[src/rs_pkg.sv]
// Reservation station shared definitions
// Widths, entry count and the operand and entry records used by the
// capture units and the station
`default_nettype none

package rs_pkg;

	// ====================
	// Sizes
	// ====================

	// Number of station entries
	localparam int NUM_ENTRIES = 3;
	// Width of an entry index
	localparam int IDX_W = $clog2(NUM_ENTRIES);
	// Physical register number width
	localparam int PREG_W = 7;
	// Operand value width
	localparam int VALUE_W = 32;
	// Reorder-buffer index width
	localparam int ROB_W = 5;
	// One stomp bit per reorder-buffer slot
	localparam int ROB_SIZE = 1 << ROB_W;
	// Opcode width
	localparam int OP_W = 8;

	// ====================
	// Types
	// ====================

	typedef logic [PREG_W-1:0] preg_t;
	typedef logic [VALUE_W-1:0] value_t;
	typedef logic [ROB_W-1:0] rob_idx_t;

	// A source operand holds its value once valid, otherwise it waits on preg
	typedef struct packed {
		logic valid;
		preg_t preg;
		value_t value;
	} operand_t;

	// Ready is kept registered so issue selection never sees a long compare path
	typedef struct packed {
		logic busy;
		logic ready;
		logic [OP_W-1:0] op;
		rob_idx_t rndx;
		operand_t a;
		operand_t b;
	} rs_entry_t;

endpackage

`default_nettype wire

[src/bypass_if.sv]
// Result bypass bus
// One-cycle write pulse carrying the destination register and its value
`timescale 1ns/100ps
`default_nettype none

interface bypass_if import rs_pkg::*; ();

	// High for exactly one cycle per result write
	logic valid;
	// Destination physical register of the result
	preg_t preg;
	// Result value
	value_t value;

	// Producer side, driven from the top-level ports
	modport drv (
		output valid,
		output preg,
		output value
	);

	// Listener side, used by every operand capture unit
	modport snoop (
		input valid,
		input preg,
		input value
	);

endinterface

`default_nettype wire

[src/rs_operand_capture.sv]
// Reservation station operand capture
// Watches the bypass bus for one source operand and flags every waiting
// entry, and the operand being dispatched, whose register is written
`timescale 1ns/100ps
`default_nettype none

module rs_operand_capture import rs_pkg::*; (
	bypass_if.snoop byp,
	// This operand's field of every stored entry
	input wire operand_t [NUM_ENTRIES-1:0] ent_ops_i,
	input wire logic [NUM_ENTRIES-1:0] ent_busy_i,
	// The same operand of the incoming dispatch
	input wire operand_t in_op_i,
	output logic [NUM_ENTRIES-1:0] cap_o,
	output logic in_cap_o,
	output value_t cap_val_o
);

	// ====================
	// Match logic
	// ====================

	// True when a waiting operand is named by the current bypass write
	function automatic logic hit(input operand_t op, input logic wr, input preg_t wr_preg);
		return wr && !op.valid && (op.preg == wr_preg);
	endfunction

	// Stored entries
	// A free entry may hold a stale register number, so busy qualifies the match
	always_comb begin
		for (int i = 0; i < NUM_ENTRIES; i++) begin
			cap_o[i] = ent_busy_i[i] && hit(ent_ops_i[i], byp.valid, byp.preg);
		end
	end

	// Incoming slot
	// The station only uses this strobe when a dispatch is actually written,
	// so there is no dispatch qualifier here
	assign in_cap_o = hit(in_op_i, byp.valid, byp.preg);

	// The captured value is the bypass value itself, for every strobe above
	assign cap_val_o = byp.value;

endmodule

`default_nettype wire

[src/rs_station.sv]
// Reservation station entry storage
// Holds three entries, allocates the lowest free one on dispatch, merges
// operand captures, and issues or stomp-frees the lowest ready entry
`timescale 1ns/100ps
`default_nettype none

module rs_station import rs_pkg::*; (
	input wire logic clk,
	input wire logic rst,
	// Dispatch
	input wire logic dispatch_i,
	input wire logic [OP_W-1:0] disp_op_i,
	input wire rob_idx_t disp_rndx_i,
	input wire operand_t disp_a_i,
	input wire operand_t disp_b_i,
	// Capture strobes from the A and B units
	input wire logic [NUM_ENTRIES-1:0] cap_a_i,
	input wire logic [NUM_ENTRIES-1:0] cap_b_i,
	input wire logic in_cap_a_i,
	input wire logic in_cap_b_i,
	input wire value_t cap_a_val_i,
	input wire value_t cap_b_val_i,
	// Back-pressure and cancel
	input wire logic stall_i,
	input wire logic [ROB_SIZE-1:0] stomp_i,
	// Stored operand fields for the capture units
	output operand_t [NUM_ENTRIES-1:0] ent_a_o,
	output operand_t [NUM_ENTRIES-1:0] ent_b_o,
	output logic [NUM_ENTRIES-1:0] ent_busy_o,
	output logic full_o,
	// Issue
	output logic issue_o,
	output logic [OP_W-1:0] iss_op_o,
	output rob_idx_t iss_rndx_o,
	output value_t iss_a_o,
	output value_t iss_b_o
);

	rs_entry_t [NUM_ENTRIES-1:0] ent_q;
	rs_entry_t [NUM_ENTRIES-1:0] ent_d;
	logic alloc_any;
	logic [IDX_W-1:0] alloc_idx;
	logic sel_any;
	logic [IDX_W-1:0] sel_idx;
	logic sel_stomp;
	logic iss_en;
	logic take;
	logic pstall_q;

	// ====================
	// Allocation and select
	// ====================

	// Walk downwards so the lowest index wins in both searches
	always_comb begin
		alloc_any = 1'b0;
		alloc_idx = '0;
		sel_any = 1'b0;
		sel_idx = '0;
		for (int i = NUM_ENTRIES - 1; i >= 0; i--) begin
			if (!ent_q[i].busy) begin
				alloc_any = 1'b1;
				alloc_idx = IDX_W'(i);
			end
			if (ent_q[i].ready) begin
				sel_any = 1'b1;
				sel_idx = IDX_W'(i);
			end
		end
	end

	// Nothing leaves while stalled, nor on the first edge after stall drops
	assign iss_en = !stall_i && !pstall_q;
	assign take = sel_any && iss_en;

	// A stomped pick is freed but never reaches the unit
	assign sel_stomp = stomp_i[ent_q[sel_idx].rndx];

	// ====================
	// Next entry state
	// ====================

	always_comb begin
		ent_d = ent_q;
		for (int i = 0; i < NUM_ENTRIES; i++) begin
			// Bypass writes to operands that are still waiting
			if (cap_a_i[i]) begin
				ent_d[i].a.valid = 1'b1;
				ent_d[i].a.value = cap_a_val_i;
			end
			if (cap_b_i[i]) begin
				ent_d[i].b.valid = 1'b1;
				ent_d[i].b.value = cap_b_val_i;
			end
			if (take && (sel_idx == IDX_W'(i))) begin
				ent_d[i].busy = 1'b0;
			end
			// New instruction, with a same-cycle bypass folded in
			if (dispatch_i && alloc_any && (alloc_idx == IDX_W'(i))) begin
				ent_d[i].busy = 1'b1;
				ent_d[i].op = disp_op_i;
				ent_d[i].rndx = disp_rndx_i;
				ent_d[i].a = disp_a_i;
				ent_d[i].b = disp_b_i;
				if (in_cap_a_i) begin
					ent_d[i].a.valid = 1'b1;
					ent_d[i].a.value = cap_a_val_i;
				end
				if (in_cap_b_i) begin
					ent_d[i].b.valid = 1'b1;
					ent_d[i].b.value = cap_b_val_i;
				end
			end
			// Ready follows the next-state valids so issue can go one edge later
			ent_d[i].ready = ent_d[i].busy && ent_d[i].a.valid && ent_d[i].b.valid;
		end
	end

	always_ff @(posedge clk) begin
		if (rst) begin
			for (int i = 0; i < NUM_ENTRIES; i++) begin
				ent_q[i].busy <= 1'b0;
				ent_q[i].ready <= 1'b0;
				ent_q[i].a.valid <= 1'b0;
				ent_q[i].b.valid <= 1'b0;
			end
		end else begin
			ent_q <= ent_d;
		end
	end

	// ====================
	// Issue registers
	// ====================

	always_ff @(posedge clk) begin
		if (rst) begin
			issue_o <= 1'b0;
			pstall_q <= 1'b0;
		end else begin
			issue_o <= take && !sel_stomp;
			pstall_q <= stall_i;
		end
	end

	// Payload is only meaningful alongside issue_o
	always_ff @(posedge clk) begin
		if (take) begin
			iss_op_o <= ent_q[sel_idx].op;
			iss_rndx_o <= ent_q[sel_idx].rndx;
			iss_a_o <= ent_q[sel_idx].a.value;
			iss_b_o <= ent_q[sel_idx].b.value;
		end
	end

	// Stored fields go out to the capture units
	always_comb begin
		for (int i = 0; i < NUM_ENTRIES; i++) begin
			ent_a_o[i] = ent_q[i].a;
			ent_b_o[i] = ent_q[i].b;
			ent_busy_o[i] = ent_q[i].busy;
		end
	end

	// A dispatch seen while this is high is dropped
	assign full_o = &ent_busy_o;

endmodule

`default_nettype wire

[src/rs_top.sv]
// Reservation station top level
// Drives the bypass bus from plain ports and wires two operand capture
// units to the entry storage
`timescale 1ns/100ps
`default_nettype none

module rs_top import rs_pkg::*; (
	input wire logic clk,
	input wire logic rst,
	input wire logic dispatch_i,
	input wire logic [OP_W-1:0] disp_op_i,
	input wire rob_idx_t disp_rndx_i,
	input wire logic disp_a_v_i,
	input wire preg_t disp_a_preg_i,
	input wire value_t disp_a_val_i,
	input wire logic disp_b_v_i,
	input wire preg_t disp_b_preg_i,
	input wire value_t disp_b_val_i,
	input wire logic byp_valid_i,
	input wire preg_t byp_preg_i,
	input wire value_t byp_val_i,
	input wire logic stall_i,
	input wire logic [ROB_SIZE-1:0] stomp_i,
	output logic full_o,
	output logic issue_o,
	output logic [OP_W-1:0] iss_op_o,
	output rob_idx_t iss_rndx_o,
	output value_t iss_a_o,
	output value_t iss_b_o
);

	operand_t disp_a;
	operand_t disp_b;
	operand_t [NUM_ENTRIES-1:0] ent_a;
	operand_t [NUM_ENTRIES-1:0] ent_b;
	logic [NUM_ENTRIES-1:0] ent_busy;
	logic [NUM_ENTRIES-1:0] cap_a;
	logic [NUM_ENTRIES-1:0] cap_b;
	logic in_cap_a;
	logic in_cap_b;
	value_t cap_a_val;
	value_t cap_b_val;

	// ====================
	// Bypass bus
	// ====================

	// The top level is the driver side of the bus
	bypass_if byp ();
	assign byp.valid = byp_valid_i;
	assign byp.preg = byp_preg_i;
	assign byp.value = byp_val_i;

	assign disp_a = '{valid: disp_a_v_i, preg: disp_a_preg_i, value: disp_a_val_i};
	assign disp_b = '{valid: disp_b_v_i, preg: disp_b_preg_i, value: disp_b_val_i};

	// ====================
	// Capture and storage
	// ====================

	rs_operand_capture u_cap_a (
		.byp(byp),
		.ent_ops_i(ent_a),
		.ent_busy_i(ent_busy),
		.in_op_i(disp_a),
		.cap_o(cap_a),
		.in_cap_o(in_cap_a),
		.cap_val_o(cap_a_val)
	);

	rs_operand_capture u_cap_b (
		.byp(byp),
		.ent_ops_i(ent_b),
		.ent_busy_i(ent_busy),
		.in_op_i(disp_b),
		.cap_o(cap_b),
		.in_cap_o(in_cap_b),
		.cap_val_o(cap_b_val)
	);

	rs_station u_station (
		.clk(clk),
		.rst(rst),
		.dispatch_i(dispatch_i),
		.disp_op_i(disp_op_i),
		.disp_rndx_i(disp_rndx_i),
		.disp_a_i(disp_a),
		.disp_b_i(disp_b),
		.cap_a_i(cap_a),
		.cap_b_i(cap_b),
		.in_cap_a_i(in_cap_a),
		.in_cap_b_i(in_cap_b),
		.cap_a_val_i(cap_a_val),
		.cap_b_val_i(cap_b_val),
		.stall_i(stall_i),
		.stomp_i(stomp_i),
		.ent_a_o(ent_a),
		.ent_b_o(ent_b),
		.ent_busy_o(ent_busy),
		.full_o(full_o),
		.issue_o(issue_o),
		.iss_op_o(iss_op_o),
		.iss_rndx_o(iss_rndx_o),
		.iss_a_o(iss_a_o),
		.iss_b_o(iss_b_o)
	);

endmodule

`default_nettype wire

[config.mk]
export PLATFORM = sky130hd
export DESIGN_NAME = rs_top
export DESIGN_NICKNAME = d
export VERILOG_FILES = /design/src/rs_pkg.sv /design/src/bypass_if.sv /design/src/rs_operand_capture.sv /design/src/rs_station.sv /design/src/rs_top.sv
export SDC_FILE = /design/constraint.sdc
export NUM_CORES = 1
export LEC_CHECK = 0
export BUFFER_PORTS_ARGS = -buffer_cell sky130_fd_sc_hd__buf_2
export CORE_MARGIN = 2
export CORE_UTILIZATION = 61
export DETAILED_ROUTE_END_ITERATION = 6
export PLACE_DENSITY = 0.87
export SLEW_MARGIN = 20
export SYNTH_ARGS = -nofsm -noshare
export SYNTH_HDL_FRONTEND = slang
export SYNTH_SLANG_ARGS = --single-unit
[constraint.sdc]
create_clock -name clk -period 4.47 [get_ports clk]
set_input_delay 0.2235 -clock clk [delete_from_list [all_inputs] [get_ports clk]]
set_output_delay 0.2235 -clock clk [all_outputs]
set_load 0.01 [all_outputs]
Word-level counts from Yosys, hierarchy flattened --
Cells that the tools add are included. W data, S select, Z words.
Word-level totals: register bits 364, bits in latches 0, RAM bits 0, memory bits (read-only) 0, output and inout port bits 79, logic and storage cells 159, memories 0
Operators by class: $add $sub $neg 0, multiply operators 0, div/mod/pow operators 0, magnitude comparators 2, eq/ne operators 12, shifts and indexed selects 0, muxes and demuxes 41, bitwise logic cells 1, reductions and logical operators 67
Operators by type and width (count):
- $mux W32 | 8
- $mux W80 | 3
- $bmux W95 S2 | 1
- $mux W93 | 1
- $eq A7 B7 Y1 | 8
- $logic_and A1 B1 Y1 | 38
- $mux W1 | 21
- $reduce_and A2 Y1 | 9
- $mux W2 | 6
- $reduce_bool A2 Y1 | 6
- $logic_not A1 Y1 | 11
- $lt A5 B6 Y1 const B | 1
- $bmux W1 S5 | 1
- $eq A2 B1 Y1 const B | 2
- $eq A2 B2 Y1 const B | 2
- $logic_not A2 Y1 | 2
- $lt A2 B3 Y1 const B | 1
- $reduce_and A3 Y1 | 1
- $not A1 Y1 | 1

Depth between registers and ports, before layout --
Gate-level depths: netlist (run 1).
word-level depth 9, mapped depth 10, gate-level depth less buffers 8

By module --
A second synthesis (run 1) with hierarchy kept.
Unflattened totals: cells, all modules 1347, area, all modules 18383.9 um2
Modules (own cells, without submodules):
- rs_station | times used 1, cells an instance 1193, area each 17142.7 um2, seq. area each 10790.3 um2
- rs_operand_capture | times used 2, cells an instance 77, area each 620.6 um2, seq. area each 0.0 um2

Worst setup path before layout (run 1) --
No wires, ideal clock.
path kind input port to flip-flop, from in byp_preg_i[6], to reg u_station.ent_q (netlist bit u_station.ent_a_o[100]) (enable), setup time 0.432 ns, arrival 2.575 ns, required time 4.038 ns, path slack 1.463 ns, cell stages on the path 5, path through buf_2 > xor2_1 > nor4_1 > nand4_1 > a21oi_1
On the way: cells in the longest elaborated chain, start to end 5
RTL lines:
- start, declared | RTL line rs_top.sv:20 | input wire preg_t byp_preg_i,
- $eq A7 B7 Y1 | RTL line rs_operand_capture.sv:25 | return wr && !op.valid && (op.preg == wr_preg);
- $logic_and A1 B1 Y1 | RTL line rs_operand_capture.sv:25
- $logic_and A1 B1 Y1 | RTL line rs_operand_capture.sv:32 | cap_o[i] = ent_busy_i[i] && hit(ent_ops_i[i], byp.valid, byp.preg);
- $reduce_bool A2 Y1 (no line)
- $reduce_and A2 Y1 (no line)
- end signal, assigned | RTL line rs_station.sv:128 | ent_q <= ent_d;
- end, declared | RTL line rs_station.sv:39 | rs_entry_t [NUM_ENTRIES-1:0] ent_q;
Every way passes these cells. A chain may end at the register's enable or synchronous reset.

==> results.sh, run 1 <==
export IMPL_grt_pass1_vias=10270
export IMPL_instances_no_fill=1683
export IMPL_routabilityCongestion=0.8782
export IMPL_fmax_mhz=368.6
export IMPL_ys_seq_area_share_pct=67.24
export IMPL_overflow=0
export IMPL_synth_common_cells="350 x edfxtp_1, 191 x mux2_2, 90 x mux2i_1"
export IMPL_yosysMostFrequentCell="edfxtp_1"
export IMPL_groute_layer_met3_usage_pct=4.790
export IMPL_syn_inst=1036
export IMPL_clk_latency_ns=0.52
export IMPL_drcViolationCount=0
export IMPL_die_y_um=166.2
export IMPL_synth_warnings=0
export IMPL_clk_path_buf_depth=3
export IMPL_ys_flop_type="edfxtp_1"
export IMPL_cp_num_buf_inv=3
export IMPL_core_area_mm2=0.02591
export IMPL_antenna_found_initial=9
export IMPL_postCtsSetupBuffers=0
export IMPL_die_w_um=166.2
export IMPL_routed_wl_um=36920
export IMPL_drv_slew=0
export IMPL_synthesis_area_mm2=0.01605
export IMPL_hp_class="primary input to register"
export IMPL_cts_buffers=37
export IMPL_wl_per_cell_um=21.94
export IMPL_drtPass1Iterations=5
export IMPL_synthArstFlopShare_pct=0
export IMPL_start_util_pct=61.93
export IMPL_grt_use_met1_pct=33.92
export IMPL_cp_slowest_cell="nor4_2"
export IMPL_p_leak_uw=0.007236
export IMPL_cts_root_buf="clkbuf_16"
export IMPL_synth_top_area_share_pct=65.49
export IMPL_path_delay_family="simple AND/OR/NAND/NOR gates"
export IMPL_grt_use_total_pct=26.52
export IMPL_crit_fanout=18
export IMPL_synth_nets=1205
export IMPL_relSlewSlack_pct=28.41
export IMPL_dieArea_mm2=0.02762
export IMPL_cts_tree="yes"
export IMPL_stdcell_area_mm2=0.01924
export IMPL_ir_worst_vdd_v=0.0003255
export IMPL_rows=59
export IMPL_critPathKind="primary input to register"
export IMPL_min_period_ns=2.713
export IMPL_postSynthAreaPerCell_um2=15.49
export IMPL_cts_htree_levels=2
export IMPL_synth_area_top_cells="edfxtp_1 65%, mux2_2 13%, mux2i_1 5.6%"
export IMPL_dr_first_iter_drc_count=962
export IMPL_cts_num_sinks=364
export IMPL_place_area_mm2=0.01768
export IMPL_dp_cells=1577
export IMPL_port_buffers=247
export IMPL_fin_skew_ns=0.01342
export IMPL_fin_crit_sh_pct=60.69
export IMPL_start_kind="primary input"
export IMPL_status="completed"
export IMPL_synth_area_leader_cell="edfxtp_1"
export IMPL_cp_required_ns=4.74
export IMPL_ys_seq_elements=364
export IMPL_fin_setup_tns_ns=0
export IMPL_syn_to_final_growth_pct=19.88
export IMPL_drtAntennaViolNets=0
export IMPL_globalRouteMet2Util_pct=45.34
export IMPL_slowest_delay_ns=0.82
export IMPL_synth_distinct_cells=48
export IMPL_crit_chain="dlygate4sd3_1, buf_2, xnor2_1, nand3b_1, nor4_2, nor2_4, buf_16, mux2_2"
export IMPL_viasPerCell=5.885
export IMPL_power_density_mw_per_mm2=385.4
export IMPL_vias=9905
export IMPL_nNetsFinal=1483
export IMPL_drive_gt1_share_pct=39.82
export IMPL_tightest_slew_ns=1.074
export IMPL_dp_final_hpwl_um=22970
export IMPL_rsz0062_at_grt="false"
export IMPL_clk_pin_slew_ns=0.06
export IMPL_grt_pass1_wl_um=56640
export IMPL_final_hold_viol_count=0
export IMPL_top_usage_layer="met2"
export IMPL_io_pins=248
export IMPL_grt_max_degree=89
export IMPL_cp_arrival_ns=2.99
export IMPL_end_kind="register"
export IMPL_setup_viol=0
export IMPL_drv_cap=0
export IMPL_synth_edf_count=350
-- through the flow --
step | utilization [%] | hold WS, ns | setup WS (ns) | total power, uW
after detailed placement | 68.25 | 0.4280 | 1.681 | 4464
after CTS | 73.84 | 0.01471 | 1.651 | 7420
after global routing | 74.23 | 0.02223 | 1.662 | 7614
after floorplan | - | 0.3224 | 1.463 | 4247
after global placement | 68.09 | 0.4220 | 1.762 | 4434
final | 74.25 | 0.02919 | 1.757 | 7414
-- placed cells by master, fill, tap and decap left out, types with 8 or more instances in the layout --
| master | Yosys | final |
|---|---|---|
| buf_2 | 31 | 247 |
| buf_4 | 4 | 15 |
| clkbuf_16 | 0 | 39 |
| clkinv_1 | 0 | 8 |
| dfxtp_1 | 14 | 14 |
| dlygate4sd3_1 | 0 | 29 |
| edfxtp_1 | 350 | 350 |
| mux2_2 | 191 | 191 |
| mux2i_1 | 90 | 90 |
| nand2_1 | 87 | 87 |
| nor2_4 | 0 | 9 |
| nor4_1 | 11 | 11 |
| o21ai_0 | 72 | 72 |
| xnor2_1 | 14 | 14 |
| xor2_1 | 42 | 42 |
-- cell families after synthesis --
group	count (synthesis)	synth area share (%)
flops	364	67.24
compound gates	107	3.813
simple gates	162	4.849
xor+xnor	56	3.056
mux	282	19.09
buf+inv	65	1.957
-- repair_timing --
action                    in CTS  in global routing
hold buffers                  29                  0
hold endpoints to repair      83                  0
gates resized for setup        0                  0
-- power breakdown --
group          leakage [uW]  internal (uW)  switching [uW]  total [uW]
registers           0.00330           3840            26.7        3870
logic               0.00337            269             290         560
clock network      0.000565           1720            1260        2990
total               0.00724           5830            1580        7410
-- sequential cells by signal, summed over array words and instances, names as in the netlist --
name	flops
u_station.pstall_q	1
u_station.iss_rndx_o	5
u_station.ent_a_o	120
u_station.ent_q	42
u_station.iss_b_o	32
u_station.ent_b_o	120
u_station.issue_o	1
u_station.iss_op_o	8
u_station.ent_busy_o	3
u_station.iss_a_o	32
-- routing by layer --
| metal | up-vias | part of all wire, % |
|---|---|---|
| met1 | 4925 | 40 |
| met3 | 84 | 6.4 |
| met5 | - | 0.073 |
| met4 | 4 | 3.1 |
| met2 | 380 | 50 |
| li1 | 4512 | - |
-- path summary, 6_finish.rpt --
check	start	to	slack, ns	cells after the start
setup reg to reg	u_station.ent_b_o[115]	u_station.ent_b_o[87]	1.84	5
hold reg to reg	u_station.ent_a_o[107]	u_station.iss_a_o[27]	0.52	2
setup / recovery	disp_b_preg_i[1]	u_station.ent_b_o[63]	1.76	8
hold / removal	disp_b_val_i[5]	u_station.ent_b_o[45]	0.03	2
-- final cells by class --
type,instances,area (um2)
Antenna cell,7,17.52
Clock buffer,47,1016
Sequential cell,364,10790
Multi-Input combinational cell,607,5059
Tap cell,335,419.2
Timing Repair Buffer,297,1767
Clock inverter,19,143.9
Fill cell,1585,6673
Inverter,7,26.28
-- worst reg2reg max path, cell delays in order (launching register included) --
cell and delay [ns]:
edfxtp_1 0.37, xor2_1 0.17, nor4_1 0.42, nand4_1 0.29, a21oi_4 0.62, buf_4 0.43
(Power assumes the default switching activity.)
==> inputs of run 2 (changes only) <==
--- a/config.mk
+++ b/config.mk
@@ -5,11 +5,12 @@
 export SDC_FILE = /design/constraint.sdc
 export NUM_CORES = 1
 export LEC_CHECK = 0
+export ABC_AREA = 1
 export BUFFER_PORTS_ARGS = -buffer_cell sky130_fd_sc_hd__buf_2
 export CORE_MARGIN = 2
-export CORE_UTILIZATION = 61
+export CORE_UTILIZATION = 52
 export DETAILED_ROUTE_END_ITERATION = 6
-export PLACE_DENSITY = 0.87
+export PLACE_DENSITY = 0.79
 export SLEW_MARGIN = 20
 export SYNTH_ARGS = -nofsm -noshare
 export SYNTH_HDL_FRONTEND = slang
==> constraint.sdc (replaced) <==
create_clock -name clk -period 2.3 [get_ports clk]
set_input_delay 0.115 -clock clk [delete_from_list [all_inputs] [get_ports clk]]
set_output_delay 0.115 -clock clk [all_outputs]
set_load 0.01 [all_outputs]
==> run 2 against run 1 <==
  * Routed wire length is 11% higher
  * Critical path type is now register to register
  * Worst setup slack got worse by 1.4 ns
  * Register-to-register slack got worse by 1.5 ns
  * Largest power group unchanged
  * Global-route usage fell by 1.8 points
  * Worst hold slack worse by 0.0045 ns
  * Combinational power up 130%
  * Clock power up 82%
  * Core utilization is 9.9 points lower
  * Largest cell class unchanged
  * Clock skew fell by 0.0014 ns
==> results.sh, run 2 <==
export IMPL_layout_commonest_cell="nand2_1"
export IMPL_postSynthAreaPerCell_um2=10.39
export IMPL_relSlewSlack_pct=61.65
export IMPL_clk_latency_ns=0.51
export IMPL_synth_area_leader_cell="edfxtp_1"
export IMPL_fmax_mhz=504.6
export IMPL_p_int_uw=11110
export IMPL_overflow=0
export IMPL_worstHoldStart="byp_val_i[29]"
export IMPL_routabilityCongestion=0.8896
export IMPL_grt_use_total_pct=24.75
export IMPL_io_pins=248
export IMPL_status="completed"
export IMPL_final_hold_viol_count=0
export IMPL_critPathKind="register to register"
export IMPL_r2r_start="u_station.ent_q[93]"
export IMPL_tightest_slew_ns=0.5738
export IMPL_yosysMostFrequentCell="nand2_1"
export IMPL_syn_to_final_growth_pct=21.37
export IMPL_synth_top_area_share_pct=64.44
export IMPL_drcViolationCount=0
export IMPL_ys_seq_elements=364
export IMPL_start_util_pct=53.04
export IMPL_instances_no_fill=2275
export IMPL_dr_first_iter_drc_count=1183
export IMPL_antenna_found_initial=0
export IMPL_p_leak_uw=0.008044
export IMPL_wl_per_cell_um=18.04
export IMPL_synthArstFlopShare_pct=0
export IMPL_ys_flop_type="edfxtp_1"
export IMPL_start_kind="register"
export IMPL_end_kind="register"
export IMPL_power_density_mw_per_mm2=720.9
export IMPL_synth_edf_count=350
export IMPL_grt_max_degree=76
export IMPL_dieArea_mm2=0.03280
export IMPL_drive_gt1_share_pct=20.06
export IMPL_sw_frac_of_total_pct=22.13
export IMPL_vias=12730
export IMPL_finalPower_uw=14270
export IMPL_synth_area_top_cells="edfxtp_1 64%, nand2_1 9.1%, o21ai_1 4.0%"
export IMPL_dp_final_hpwl_um=25510
export IMPL_cp_arrival_ns=2.38
export IMPL_cts_tree="yes"
export IMPL_cts_num_sinks=364
export IMPL_cp_required_ns=2.70
export IMPL_synth_distinct_cells=33
export IMPL_die_w_um=181.1
export IMPL_drv_slew=0
export IMPL_synth_warnings=0
export IMPL_setup_viol=0
export IMPL_grt_pass1_wl_um=63650
export IMPL_postCtsSetupBuffers=0
export IMPL_fin_crit_sh_pct=86.16
export IMPL_cts_root_buf="clkbuf_16"
export IMPL_cts_buffers=36
export IMPL_core_area_mm2=0.03075
export IMPL_ir_worst_vdd_v=0.0004212
export IMPL_syn_inst=1570
export IMPL_drtPass1Iterations=6
export IMPL_cts_htree_levels=2
export IMPL_fin_setup_tns_ns=0
export IMPL_synthesis_area_mm2=0.01631
export IMPL_n_antenna_cell=0
export IMPL_crit_fanout=16
export IMPL_die_y_um=181.1
export IMPL_combPwrFrac_pct=8.8
export IMPL_synth_common_cells="394 x nand2_1, 350 x edfxtp_1, 129 x o21ai_1"
export IMPL_nNetsFinal=2025
export IMPL_rsz0062_at_grt="false"
export IMPL_p_seq_share_pct=53.1
export IMPL_clk_pin_slew_ns=0.06
export IMPL_drv_cap=0
export IMPL_final_cell_mix="390 x nand2_1, 350 x edfxtp_1, 247 x buf_2, 129 x o21ai_1, 125 x o21ai_0"
export IMPL_clkPwrFrac_pct=38.1
export IMPL_whs_ns=0.02471
export IMPL_rows=64
export IMPL_p_sw_uw=3158
export IMPL_clk_path_buf_depth=3
export IMPL_fin_skew_ns=0.01202
export IMPL_drtAntennaViolNets=0
export IMPL_ys_seq_area_share_pct=66.16
export IMPL_min_period_ns=1.982
export IMPL_grt_pass1_vias=12410
export IMPL_routed_wl_um=41050
export IMPL_dp_cells=2157
export IMPL_hp_class="primary input to register"
export IMPL_synth_nets=1739
export IMPL_cp_startpoint="u_station.ent_q[93]"
export IMPL_viasPerCell=5.597
export IMPL_port_buffers=247
## run 2: what timing repair did
action                                  4_1_cts  5_1_grt
endpoints found under the setup margin        0        1
hold buffers                                 57        0
hold endpoints to repair                    220        0
resized for setup                             0        1
## run 2: metal layers
layer / GRT usage (%) / share of wire, % / vias up
met5: 0 / 0 / -
met4: 10.21 / 3.8 / 0
met3: 4.273 / 8.8 / 120
met2: 42.68 / 49 / 689
met1: 31.07 / 38 / 5893
li1: - / - / 6032
## run 2: final timing paths
path                                         endpoint  slack, ns  cells past startpoint
worst max-delay path                u_station.issue_o       0.32                     13
worst min-delay path            u_station.ent_b_o[29]       0.02                      3
worst max register to register      u_station.issue_o       0.32                     13
worst min register to register  u_station.ent_a_o[79]       0.56                      4
## run 2: cells by family (layout without fill, tap and decap cells)
group                     count (synthesis)  after routing  share of synthesized area, %
and+or+nand+nor                         604            604                         14.94
buffers and inverters                   220            529                         5.562
AOI/OAI and AO/OA                       356            356                         11.94
xor gates and xnor gates                 26             26                         1.396
DFF                                     364            364                         66.16
## run 2: final cells by class
| type | count | area (um2) |
|---|---|---|
| clock buffer | 48 | 987.2 |
| fill | 2360 | 10960 |
| multi-input combinational | 986 | 4741 |
| inverter | 132 | 496.7 |
| sequential | 364 | 10790 |
| tap | 396 | 495.5 |
| clock inverter | 13 | 86.33 |
| timing repair buffer | 336 | 2197 |
## run 2: per-stage QoR
stage / util (%) / worst slack [ns] / cell area, um2
6_report: 64.37 / 0.3183 / 19790
3_5_place_dp: 59.02 / 0.2341 / 18150
4_1_cts: 64.36 / 0.2215 / 19790
3_3_place_gp: 59.02 / 0.2785 / 18150
2_1_floorplan: - / 0.1050 / 16350
5_1_grt: 64.37 / 0.1052 / 19790
## run 2: critical path, stage by stage (launching register included)
cell	delay [ns]
dfxtp_1	0.41
inv_1	0.14
nand2_4	0.23
nand2_1	0.08
nand3_1	0.09
nand2_1	0.29
nand2_1	0.18
nand3_1	0.09
nand3_1	0.09
nand3_1	0.07
nand2_1	0.07
nand2_1	0.04
nand2_1	0.07
nor2_1	0.03
## run 2: power by group through the flow
stage	logic [uW]	clock network (uW)	registers (uW)
2_1_floorplan	675	0	7710
3_3_place_gp	1110	0	7700
3_5_place_dp	1160	0	7710
4_1_cts	1250	5510	7570
5_1_grt	1400	5740	7580
6_report	1260	5440	7570
==> inputs of run 3 (changes only) <==
--- a/config.mk
+++ b/config.mk
@@ -7,10 +7,10 @@
 export LEC_CHECK = 0
 export ABC_AREA = 1
 export BUFFER_PORTS_ARGS = -buffer_cell sky130_fd_sc_hd__buf_2
-export CORE_MARGIN = 2
 export CORE_UTILIZATION = 52
 export DETAILED_ROUTE_END_ITERATION = 6
 export PLACE_DENSITY = 0.79
+export REMOVE_ABC_BUFFERS = 1
 export SLEW_MARGIN = 20
 export SYNTH_ARGS = -nofsm -noshare
 export SYNTH_HDL_FRONTEND = slang
==> run 3 against run 2 <==
  * The flow now finishes with violations (design-rule violations)
  * Critical path depth is 6 lower
  * Clock skew is 0.0042 ns higher
  * Routed wire length is 3.8% higher
  * Combinational power hardly changed
  * Non-clock buffer count is 15 higher
  * Worst setup slack worse by 0.27 ns
  * Via count is 2.6% higher
  * Register-to-register slack worse by 0.27 ns
  * Maximum frequency is 12% lower
  * Critical path type unchanged
  * Clock power is 9.7% higher
  * Sequential power hardly changed
==> results.sh, run 3 (synthesis gave the netlist of run 2 again) <==
export IMPL_place_area_mm2=0.01829
export IMPL_cp_slowest_cell="nor4_1"
export IMPL_fin_crit_sh_pct=97.91
export IMPL_violations="design-rule violations"
export IMPL_r2r_start="u_station.ent_busy_o[2]"
export IMPL_dieArea_mm2=0.03208
export IMPL_p_leak_uw=0.008203
export IMPL_clk_latency_ns=0.52
export IMPL_hp_class="primary input to register"
export IMPL_syn_to_final_growth_pct=23.40
export IMPL_p_seq_share_pct=51.0
export IMPL_relSlewSlack_pct=51.82
export IMPL_start_kind="register"
export IMPL_instances_no_fill=2297
export IMPL_r2r_slack_ns=0.05
export IMPL_dp_final_hpwl_um=27080
export IMPL_routed_wl_um=42610
export IMPL_setup_viol=0
export IMPL_port_buffers=247
export IMPL_cp_num_buf_inv=1
export IMPL_end_kind="register"
export IMPL_cp_depth=7
export IMPL_clk_pin_slew_ns=0.06
export IMPL_stdcell_area_mm2=0.02013
export IMPL_grt_max_degree=147
export IMPL_cp_startpoint="u_station.ent_busy_o[2]"
export IMPL_drv_cap=0
export IMPL_antenna_found_initial=1
export IMPL_wl_per_cell_um=18.55
export IMPL_status="complete, but fails checks"
export IMPL_fillers=2283
export IMPL_cts_htree_levels=2
export IMPL_final_hold_viol_count=0
export IMPL_routabilityCongestion=0.9201
export IMPL_slowest_delay_ns=0.53
export IMPL_overflow=0
export IMPL_drcViolationCount=26
export IMPL_viasPerCell=5.687
export IMPL_layout_commonest_cell="nand2_1"
export IMPL_cts_num_sinks=364
export IMPL_clkPwrFrac_pct=40.2
export IMPL_rsz0062_at_grt="false"
export IMPL_core_area_mm2=0.03075
export IMPL_fmax_mhz=444.1
export IMPL_start_util_pct=53.04
export IMPL_grt_pass1_vias=12870
export IMPL_final_cell_mix="390 x nand2_1, 350 x edfxtp_1, 247 x buf_2, 129 x o21ai_1, 125 x o21ai_0"
export IMPL_nNetsFinal=2042
export IMPL_drtPass1Iterations=7
export IMPL_cp_required_ns=2.50
export IMPL_min_period_ns=2.252
export IMPL_power_density_mw_per_mm2=737.4
export IMPL_die_y_um=179.1
export IMPL_drv_slew=0
export IMPL_crit_chain="nand2_1, nor2_1, nand3_1, nor4_1, nor2_1, nor2_4, buf_12"
export IMPL_cts_buffers=38
export IMPL_cts_root_buf="clkbuf_16"
export IMPL_die_w_um=179.1
export IMPL_worstSetupEndpoint="u_station.ent_b_o[111]"
export IMPL_path_delay_family="simple AND/OR/NAND/NOR gates"
export IMPL_dp_cells=2166
export IMPL_dr_first_iter_drc_count=1425
export IMPL_p_int_uw=11520
export IMPL_crit_fanout=25
export IMPL_vias=13060
export IMPL_crit_top_cell="nor2_1"
export IMPL_combPwrFrac_pct=8.7
export IMPL_sw_frac_of_total_pct=22.34
export IMPL_drive_gt1_share_pct=20.79
export IMPL_r2r_end="u_station.ent_b_o[111]"
export IMPL_cp_arrival_ns=2.45
export IMPL_grt_pass1_wl_um=64080
export IMPL_cts_tree="yes"
export IMPL_worstHoldStart="disp_a_val_i[1]"
export IMPL_tightest_slew_ns=0.7226
export IMPL_critPathKind="register to register"
export IMPL_rows=64
export IMPL_ir_worst_vdd_v=0.0005732
export IMPL_drtAntennaViolNets=0
export IMPL_p_sw_uw=3316
export IMPL_grt_use_total_pct=26.32
export IMPL_reg2reg_depth=7
export IMPL_clk_path_buf_depth=3
export IMPL_io_pins=248
export IMPL_fin_skew_ns=0.01625
## run 3: changes by cell type in the layout (fill, tap and decap cells not counted), moves of 2 or more
cell / change
clkinv_4: +3
clkbuf_1: -3
bufinv_16: +2
buf_12: +6
buf_4: +5
dlygate4sd3_1: +4
clkinv_1: +2
clkbuf_16: +2
## run 3: what timing repair did
action	in CTS	in global routing
resized for setup	0	1
endpoints found under the setup margin	0	17
hold buffers	61	0
buffers inserted	0	2
hold endpoints to repair	241	0
## run 3: worst min-delay path by stage
stage,cells past startpoint,endpoint,slack (ns)
after floorplan,1,u_station.ent_busy_o[0],0.18
after global placement,1,u_station.ent_q[85],0.32
after detailed placement,1,u_station.ent_q[275],0.32
after CTS,5,u_station.ent_b_o[119],0.02
after global routing,2,u_station.ent_a_o[119],0.04
final,5,u_station.ent_a_o[1],0.05
## run 3: area by class of cell
class                      count  area [um2]  share of cell area (%)
sequential                   364       10790                   53.61
inverter                     132       496.7                   2.468
multi-input combinational    986        4736                   23.53
antenna                        1       2.502                 0.01243
clock inverter                20       183.9                  0.9139
timing repair buffer         351        2395                   11.90
tap                          396       495.5                   2.462
clock buffer                  47        1026                   5.098
## run 3: stage by stage
| stage | util, % | setup slack [ns] | setup TNS [ns] | hold slack [ns] | total power, uW |
|---|---|---|---|---|---|
| 6_report | 65.45 | 0.04813 | 0 | 0.05001 | 14840 |
| 5_1_grt | 65.45 | 0.03976 | 0 | 0.04353 | 15290 |
| 2_1_floorplan | - | -2.552 | -728.59 | 0.1841 | 8357 |
| 3_5_place_dp | 59.46 | 0.1186 | 0 | 0.3217 | 8896 |
| 4_1_cts | 65.38 | 0.1591 | 0 | 0.02438 | 14870 |
| 3_3_place_gp | 59.46 | 0.2233 | 0 | 0.3167 | 8839 |
## run 3: tightest hold or removal path, stage by stage
cell and delay (ns):
buf_2 0.08, inv_1 0.03, nand2_1 0.07, o21ai_2 0.07, o21ai_1 0.11
## run 3: per-layer routing
metal,GRT usage [%],routed length [um]
met1,32.58,16100
met2,45.42,21220
met3,4.389,3813
met4,11.48,1477
met5,0,0
## run 3: power by group through the flow
stage | sequential [uW] | clock, uW | combinational (uW)
global route | 7580 | 6280 | 1430
finish | 7570 | 5970 | 1290
detailed placement | 7710 | 0 | 1180
floorplan | 7720 | 0 | 639
CTS | 7570 | 6030 | 1270
global placement | 7700 | 0 | 1130
